==> src/design/fetch_pkg.sv <==
package fetch_pkg;

    // address and pc width
    localparam int ADDR_W = 32;

    // instruction word width
    localparam int INST_W = 32;

    // pc step between sequential fetches
    localparam logic [ADDR_W-1:0] INST_BYTES = 32'd4;

    // first fetch address out of reset
    localparam logic [ADDR_W-1:0] RST_PC = 32'h8000_0000;

    // redirect from execute, single cycle pulse
    typedef struct packed {
        logic              valid;
        logic [ADDR_W-1:0] target;
    } redirect_t;

    // one outstanding request
    // live drops once a redirect makes the request stale
    typedef struct packed {
        logic              live;
        logic [ADDR_W-1:0] pc;
    } fetch_tag_t;

    // pc and instruction handed to decode
    typedef struct packed {
        logic [ADDR_W-1:0] pc;
        logic [INST_W-1:0] inst;
    } fetch_out_t;

endpackage

==> src/design/fetch_fifo.sv <==
`timescale 1ns/1ns

module fetch_fifo #(
    parameter int FETCH_DEPTH = 4,
    parameter int DATA_W      = 32
) (
    input  logic              clk,
    input  logic              rst_n,
    input  logic              push_valid,
    output logic              push_ready,
    input  logic [DATA_W-1:0] push_data,
    output logic              head_valid,
    output logic [DATA_W-1:0] head_data,
    input  logic              pop
);

    // power of two depth
    localparam int PTR_W = (FETCH_DEPTH > 1) ? $clog2(FETCH_DEPTH) : 1;
    localparam int CNT_W = $clog2(FETCH_DEPTH + 1);
    localparam logic [CNT_W-1:0] CNT_FULL = CNT_W'(FETCH_DEPTH);

    logic [DATA_W-1:0] mem [FETCH_DEPTH];
    logic [PTR_W-1:0]  wr_ptr_q;
    logic [PTR_W-1:0]  rd_ptr_q;
    logic [CNT_W-1:0]  count_q;
    logic              push_fire;

    assign push_ready = (count_q != CNT_FULL);
    assign push_fire  = push_valid && push_ready;
    assign head_valid = (count_q != '0);
    assign head_data  = mem[rd_ptr_q];

    // pointers and occupancy
    always_ff @(posedge clk or negedge rst_n) begin
        if (!rst_n) begin
            wr_ptr_q <= '0;
            rd_ptr_q <= '0;
            count_q  <= '0;
        end else begin
            if (push_fire) begin
                wr_ptr_q <= wr_ptr_q + 1'b1;
            end
            if (pop) begin
                rd_ptr_q <= rd_ptr_q + 1'b1;
            end
            // count moves only on push xor pop
            if (push_fire && !pop) begin
                count_q <= count_q + 1'b1;
            end else if (!push_fire && pop) begin
                count_q <= count_q - 1'b1;
            end
        end
    end

    // storage
    always_ff @(posedge clk) begin
        if (push_fire) begin
            mem[wr_ptr_q] <= push_data;
        end
    end

    // pop only against a valid head
    a_no_pop_empty: assert property (@(posedge clk) disable iff (!rst_n)
        pop |-> head_valid);

endmodule

==> src/design/fetch_addr_gen.sv <==
`timescale 1ns/1ns

module fetch_addr_gen #(
    parameter int FETCH_DEPTH = 4
) (
    input  logic                         clk,
    input  logic                         rst_n,
    input  fetch_pkg::redirect_t         redir,
    output logic                         ar_valid,
    output logic [fetch_pkg::ADDR_W-1:0] ar_addr,
    input  logic                         ar_ready,
    output fetch_pkg::fetch_tag_t        tag_head,
    output logic                         tag_valid,
    input  logic                         tag_pop
);

    // depth is a power of two, pointers wrap on their own
    localparam int PTR_W = (FETCH_DEPTH > 1) ? $clog2(FETCH_DEPTH) : 1;
    localparam int CNT_W = $clog2(FETCH_DEPTH + 1);
    localparam logic [CNT_W-1:0] CNT_FULL = CNT_W'(FETCH_DEPTH);

    typedef enum logic [1:0] {
        S_IDLE,
        S_REQ,
        S_FULL
    } state_t;

    state_t                       state_q;
    state_t                       state_d;
    logic [fetch_pkg::ADDR_W-1:0] pc_q;
    logic                         ar_fire;

    // tag queue of outstanding request pcs
    fetch_pkg::fetch_tag_t        tag_mem [FETCH_DEPTH];
    logic [PTR_W-1:0]             wr_ptr_q;
    logic [PTR_W-1:0]             rd_ptr_q;
    logic [CNT_W-1:0]             count_q;
    logic [CNT_W-1:0]             count_d;

    // address only offered while requesting
    assign ar_valid = (state_q == S_REQ);
    assign ar_addr  = pc_q;
    assign ar_fire  = ar_valid && ar_ready;

    // occupancy after this cycle's push and pop
    always_comb begin
        count_d = count_q;
        if (ar_fire && !tag_pop) begin
            count_d = count_q + 1'b1;
        end else if (!ar_fire && tag_pop) begin
            count_d = count_q - 1'b1;
        end
    end

    // idle for one cycle after reset, then request until the queue fills
    always_comb begin
        state_d = state_q;
        case (state_q)
            S_IDLE: state_d = S_REQ;
            S_REQ: begin
                if (ar_fire && count_d == CNT_FULL) begin
                    state_d = S_FULL;
                end
            end
            // a pop frees one slot
            S_FULL: begin
                if (tag_pop) begin
                    state_d = S_REQ;
                end
            end
            default: state_d = S_IDLE;
        endcase
    end

    always_ff @(posedge clk or negedge rst_n) begin
        if (!rst_n) begin
            state_q  <= S_IDLE;
            pc_q     <= fetch_pkg::RST_PC;
            wr_ptr_q <= '0;
            rd_ptr_q <= '0;
            count_q  <= '0;
        end else begin
            state_q <= state_d;
            count_q <= count_d;
            // redirect target wins over the sequential step
            if (redir.valid) begin
                pc_q <= redir.target;
            end else if (ar_fire) begin
                pc_q <= pc_q + fetch_pkg::INST_BYTES;
            end
            if (ar_fire) begin
                wr_ptr_q <= wr_ptr_q + 1'b1;
            end
            if (tag_pop) begin
                rd_ptr_q <= rd_ptr_q + 1'b1;
            end
        end
    end

    // redirect kills everything held
    // a push in the redirect cycle enters already dead
    always_ff @(posedge clk) begin
        if (redir.valid) begin
            for (int i = 0; i < FETCH_DEPTH; i++) begin
                tag_mem[i].live <= 1'b0;
            end
        end
        if (ar_fire) begin
            tag_mem[wr_ptr_q] <= '{live: !redir.valid, pc: pc_q};
        end
    end

    assign tag_head  = tag_mem[rd_ptr_q];
    assign tag_valid = (count_q != '0);

    // address held until accepted, unless execute redirects
    a_ar_hold: assert property (@(posedge clk) disable iff (!rst_n)
        ar_valid && !ar_ready && !redir.valid |=> ar_valid && $stable(ar_addr));

    // pair stage never pops an empty tag queue
    a_tag_pop: assert property (@(posedge clk) disable iff (!rst_n)
        tag_pop |-> tag_valid);

endmodule

==> src/design/fetch_pair_stage.sv <==
`timescale 1ns/1ns

module fetch_pair_stage (
    input  logic                         clk,
    input  logic                         rst_n,
    input  fetch_pkg::redirect_t         redir,
    input  fetch_pkg::fetch_tag_t        tag_head,
    input  logic                         tag_valid,
    output logic                         tag_pop,
    input  logic [fetch_pkg::INST_W-1:0] inst_head,
    input  logic                         inst_valid,
    output logic                         inst_pop,
    output logic                         out_valid,
    output fetch_pkg::fetch_out_t        out,
    input  logic                         out_ready
);

    logic                  out_valid_q;
    fetch_pkg::fetch_out_t out_q;
    logic                  pair_avail;
    logic                  can_load;
    logic                  load;
    logic                  pair_pop;

    // both heads present
    assign pair_avail = tag_valid && inst_valid;

    // register empty or draining this cycle
    assign can_load = !out_valid_q || out_ready;

    // dead pairs and pairs caught by a redirect are discarded on the spot
    assign pair_pop = pair_avail && (!tag_head.live || redir.valid || can_load);
    assign load     = pair_avail && tag_head.live && !redir.valid && can_load;

    // both queues always advance together
    assign tag_pop  = pair_pop;
    assign inst_pop = pair_pop;

    always_ff @(posedge clk or negedge rst_n) begin
        if (!rst_n) begin
            out_valid_q <= 1'b0;
        end else if (redir.valid) begin
            // flush decode output
            out_valid_q <= 1'b0;
        end else if (load) begin
            out_valid_q <= 1'b1;
        end else if (out_ready) begin
            out_valid_q <= 1'b0;
        end
    end

    // payload
    always_ff @(posedge clk) begin
        if (load) begin
            out_q <= '{pc: tag_head.pc, inst: inst_head};
        end
    end

    assign out_valid = out_valid_q;
    assign out       = out_q;

    // decode sees a steady pair until it takes it
    // redirect may still flush it
    a_out_hold: assert property (@(posedge clk) disable iff (!rst_n)
        out_valid && !out_ready && !redir.valid |=> out_valid && $stable(out));

endmodule

==> src/design/fetch_top.sv <==
`timescale 1ns/1ns

module fetch_top #(
    parameter int FETCH_DEPTH = 4
) (
    input  logic                         clk,
    input  logic                         rst_n,
    input  fetch_pkg::redirect_t         redir,
    output logic                         ar_valid,
    output logic [fetch_pkg::ADDR_W-1:0] ar_addr,
    input  logic                         ar_ready,
    input  logic                         r_valid,
    input  logic [fetch_pkg::INST_W-1:0] r_data,
    output logic                         r_ready,
    output logic                         out_valid,
    output fetch_pkg::fetch_out_t        out,
    input  logic                         out_ready
);

    // address side to pairing stage
    fetch_pkg::fetch_tag_t        tag_head;
    logic                         tag_valid;
    logic                         tag_pop;

    // data side to pairing stage
    logic [fetch_pkg::INST_W-1:0] inst_head;
    logic                         inst_valid;
    logic                         inst_pop;

    // request generator and tag queue
    fetch_addr_gen #(
        .FETCH_DEPTH(FETCH_DEPTH)
    ) u_addr_gen (
        .clk      (clk),
        .rst_n    (rst_n),
        .redir    (redir),
        .ar_valid (ar_valid),
        .ar_addr  (ar_addr),
        .ar_ready (ar_ready),
        .tag_head (tag_head),
        .tag_valid(tag_valid),
        .tag_pop  (tag_pop)
    );

    // returned words, never deeper than the tag queue
    fetch_fifo #(
        .FETCH_DEPTH(FETCH_DEPTH),
        .DATA_W     (fetch_pkg::INST_W)
    ) u_inst_fifo (
        .clk       (clk),
        .rst_n     (rst_n),
        .push_valid(r_valid),
        .push_ready(r_ready),
        .push_data (r_data),
        .head_valid(inst_valid),
        .head_data (inst_head),
        .pop       (inst_pop)
    );

    // pc and word pairing, decode output register
    fetch_pair_stage u_pair (
        .clk       (clk),
        .rst_n     (rst_n),
        .redir     (redir),
        .tag_head  (tag_head),
        .tag_valid (tag_valid),
        .tag_pop   (tag_pop),
        .inst_head (inst_head),
        .inst_valid(inst_valid),
        .inst_pop  (inst_pop),
        .out_valid (out_valid),
        .out       (out),
        .out_ready (out_ready)
    );

endmodule

==> config.mk <==
export PLATFORM = sky130hd
export DESIGN_NAME = fetch_top
export DESIGN_NICKNAME = d
export VERILOG_FILES = /design/src/design/fetch_pkg.sv /design/src/design/fetch_fifo.sv /design/src/design/fetch_addr_gen.sv /design/src/design/fetch_pair_stage.sv /design/src/design/fetch_top.sv
export SDC_FILE = /design/constraint.sdc
export NUM_CORES = 1
export LEC_CHECK = 0
export ABC_AREA = 1
export BUFFER_PORTS_ARGS = -buffer_cell sky130_fd_sc_hd__buf_2
export CORE_ASPECT_RATIO = 1.1
export CORE_MARGIN = 2
export CORE_UTILIZATION = 33
export CTS_CLUSTER_DIAMETER = 40
export DETAILED_ROUTE_END_ITERATION = 12
export HOLD_SLACK_MARGIN = 0.03
export PLACE_DENSITY = 0.6
export SETUP_SLACK_MARGIN = 0.3
export SYNTH_ARGS = -nofsm -noshare
export SYNTH_HDL_FRONTEND = slang
export SYNTH_SLANG_ARGS = --single-unit
==> constraint.sdc <==
create_clock -name clk -period 5.47 [get_ports clk]
set_input_delay 0.2735 -clock clk [delete_from_list [all_inputs] [get_ports clk]]
set_output_delay 0.2735 -clock clk [all_outputs]
set_load 0.02 [all_outputs]
==> impl_metrics.toml <==
[global_route]
grt_max_degree = 68
grt_pass1_vias = 9217
grt_remaining_overflow = 0
grt_usage_pct = 15.6
antenna_found_initial = 0
grt_pass1_wl_um = 54100

[clock_tree]
ctsHtreeMaxLevel = 2
clk_latency_ns = 0.57
ctsResizeCount = 0
cts_sinks = 373
hold_buffers = 64
cts_tree = "done"
clkSlewWorstSetupHoldPaths_ns = 0.06
cts_setup_buffers = 0
cts_inserted_buffers = 49
clk_path_buf_depth = 3
cts_root_buf = "clkbuf_16"

[yosys]
syn_area_um2 = 14500
ys_ff_latch = 373
ys_top_cells_by_area = "edfxtp_1 67%, dfrtp_1 8.3%, o21ai_0 4.7%, nor2_1 4.5%, o22ai_1 2.8%"
ys.warnings.count = 0
synth_top_area_cell = "edfxtp_1"
postSynthCellCount = 1083
synthDominantCellAreaShare_pct = 67.0
synth_fp_nets = 1167
ys_types = 34
avgSynthCellArea_um2 = 13.4
ys_seq_area_share_pct = 75.4

[power]
ir_worst_vdd_uv = 300
p_int_mw = 6.65
cellPowerDensity_nw_per_um2 = 557
swShare_pct = 34.7
power_frac_seq_pct = 42.8
pwr-share-comb_pct = 27.3
p_total_mw = 10.2
clock_power_share_pct = 29.9
p_sw_mw = 3.53
p_leak_nw = 6.72

[timing]
timing.final.crit_share_pct = 49.1
fin_skew_ns = 0.0257
drv_slew = 0
fmax_mhz = 372
worst_slew_pin_slew_ns = 1.02
setup_tns_ns = 0
hold_slack_ns = 0.0671
grt_setup_unrepaired = "no"
max_slew_margin_pct = 31.8
final_hold_viol_count = 0
period_needed_ns = 2.69
finalSetupViolCount = 0
layout_setup_ws_ns = 2.78

[critical_path]
worstPathMaxFanout = 67
cp.arrival_ns = 2.86
r2r_end = "u_pair.out[26]$_DFFE_PP_"
rrSetupSlack_ns = 2.78
crit_path_start_kind = "register"
crit_type = "register to register"
cp-end-kind = "register"
reg2reg_from = "u_addr_gen.rd_ptr_q[0]$_DFFE_PN0P_"
r2r_cells = 7
cp_data_required_time_ns = 5.64

[route]
viasPerCell = 4.88
ant_nets = 0
num_vias = 9486
drcViolationCount = 0
wl_per_cell_um = 18.5
drt_iter0_drc = 624
totalWireLength_um = 35900
first_pass_iters = 5

[floorplanning]
ioPinCount = 169
start_util_pct = 33.4
dieWidth_um = 204
fp-row-count = 80
core_um2 = 43400
die_h_um = 224
die_area_um2 = 45700

[final_layout]
fin_nets = 1419
layout-drive-gt1-share_pct = 21.9
instances_no_fill = 1945
final_cell_mix = "324 x edfxtp_1, 168 x buf_2, 165 x nor2_1"
utilization_pct = 42.1
design_area_um2 = 18300
diodes = 0
final_common_cell = "edfxtp_1"
areaGrowthSynthToFinish_pct = 25.8

[placement]
dp_hpwl_um = 21100
dp.cells = 1794
post_dp_cell_area_um2 = 16100
io_buffers = 168
dp_worst_setup_slack_ns = 2.75
gp_congestion = 0.843

[min_path]
hold_class = "input port to register"
whs_path_depth = 4
hold_end = "u_addr_gen.ar_addr[31]$_DFFE_PN1N_"
min-delay-start = "redir[31]"

[job]
cap_violations = 0

[outcome]
status = "complete, no violations"
==> cells in the mapped netlist (all sizes together) <==
library cell,number
edfxtp,324
nor2,181
o21ai,137
nand2,101
o22ai,66
inv,52
dfrtp,48
clkbuf,42
xor2,27
nand3,21
nor3,16
a21oi,13
ha,13
o211ai,13
buf,8
xnor2,6
nand4,3
a22o,2
nor4,2
a22oi,1
a31o,1
dfstp,1
fa,1
mux2,1
nand3b,1
o21bai,1
o311ai,1
==> state kept, by name, indices dropped and copies added (netlist names), 3 cells and up <==
signal	flops
u_pair.out	64
u_inst_fifo.mem	128
u_addr_gen.count_q	3
u_inst_fifo.count_q	3
u_addr_gen.tag_mem	132
u_addr_gen.ar_addr	32
==> area by class of cell <==
type / count / area (um2)
multi-input combinational: 608 / 3230
sequential: 373 / 11000
timing repair buffer: 251 / 1620
tap: 574 / 718
fill: 3994 / 25200
clock buffer: 56 / 1250
clock inverter: 31 / 294
inverter: 52 / 195
==> metal layers <==
metal | GRT usage, % | part of all wire, % | up-vias | wire [um]
li1 | - | - | 4425 | -
met1 | 20.0 | 42 | 4669 | 15200
met2 | 26.0 | 48 | 338 | 17400
met3 | 3.78 | 7.2 | 54 | 2590
met4 | 4.58 | 2.0 | 0 | 704
met5 | 0 | 0 | - | 0
==> cell families (layout without fill, tap and decap cells) <==
| group | Yosys count | after routing | synth area share [%] |
|---|---|---|---|
| fa+ha+maj | 14 | 14 | 1.26 |
| compound gates | 235 | 235 | 9.06 |
| mux | 1 | 1 | 0.0775 |
| flops | 373 | 373 | 75.4 |
| simple gates | 325 | 325 | 9.49 |
| buf+inv | 102 | 390 | 2.70 |
| xor+xnor | 33 | 33 | 1.99 |
==> power groups by stage <==
stage / sequential [mW] / clock (mW) / combinational, mW
after floorplan: 4.61 / 0 / 1.52
after global routing: 4.42 / 3.22 / 3.10
after global placement: 4.40 / 0 / 2.74
after CTS: 4.37 / 3.10 / 2.84
after detailed placement: 4.42 / 0 / 2.79
final: 4.36 / 3.04 / 2.78
==> worst max-delay path, stage by stage, from the launching register on <==
cell     delay, ns
dfrtp_2       0.41
inv_2         0.04
buf_4         0.52
nand2_1       0.12
nand3_1       0.14
nand2_1       0.12
nor2_4        0.11
buf_4         0.78
==> worst max path at each step <==
| stage | start | endpoint | slack (ns) | cells after the start |
|---|---|---|---|---|
| global route | u_addr_gen.rd_ptr_q[0]$_DFFE_PN0P_ | u_inst_fifo.count_q[2]$_DFFE_PN0P_ | 2.49 | 12 |
| global placement | u_addr_gen.rd_ptr_q[0]$_DFFE_PN0P_ | u_pair.out[6]$_DFFE_PP_ | 2.80 | 7 |
| detailed placement | u_addr_gen.rd_ptr_q[0]$_DFFE_PN0P_ | u_inst_fifo.count_q[2]$_DFFE_PN0P_ | 2.75 | 12 |
| CTS | u_addr_gen.rd_ptr_q[0]$_DFFE_PN0P_ | u_inst_fifo.count_q[2]$_DFFE_PN0P_ | 2.74 | 12 |
| finish | u_addr_gen.rd_ptr_q[0]$_DFFE_PN0P_ | u_pair.out[26]$_DFFE_PP_ | 2.78 | 7 |
| floorplan | u_addr_gen.count_q[0]$_DFF_PN0_ | u_pair.out[0]$_DFFE_PP_ | 1.26 | 5 |
(Power assumes the default switching activity.)
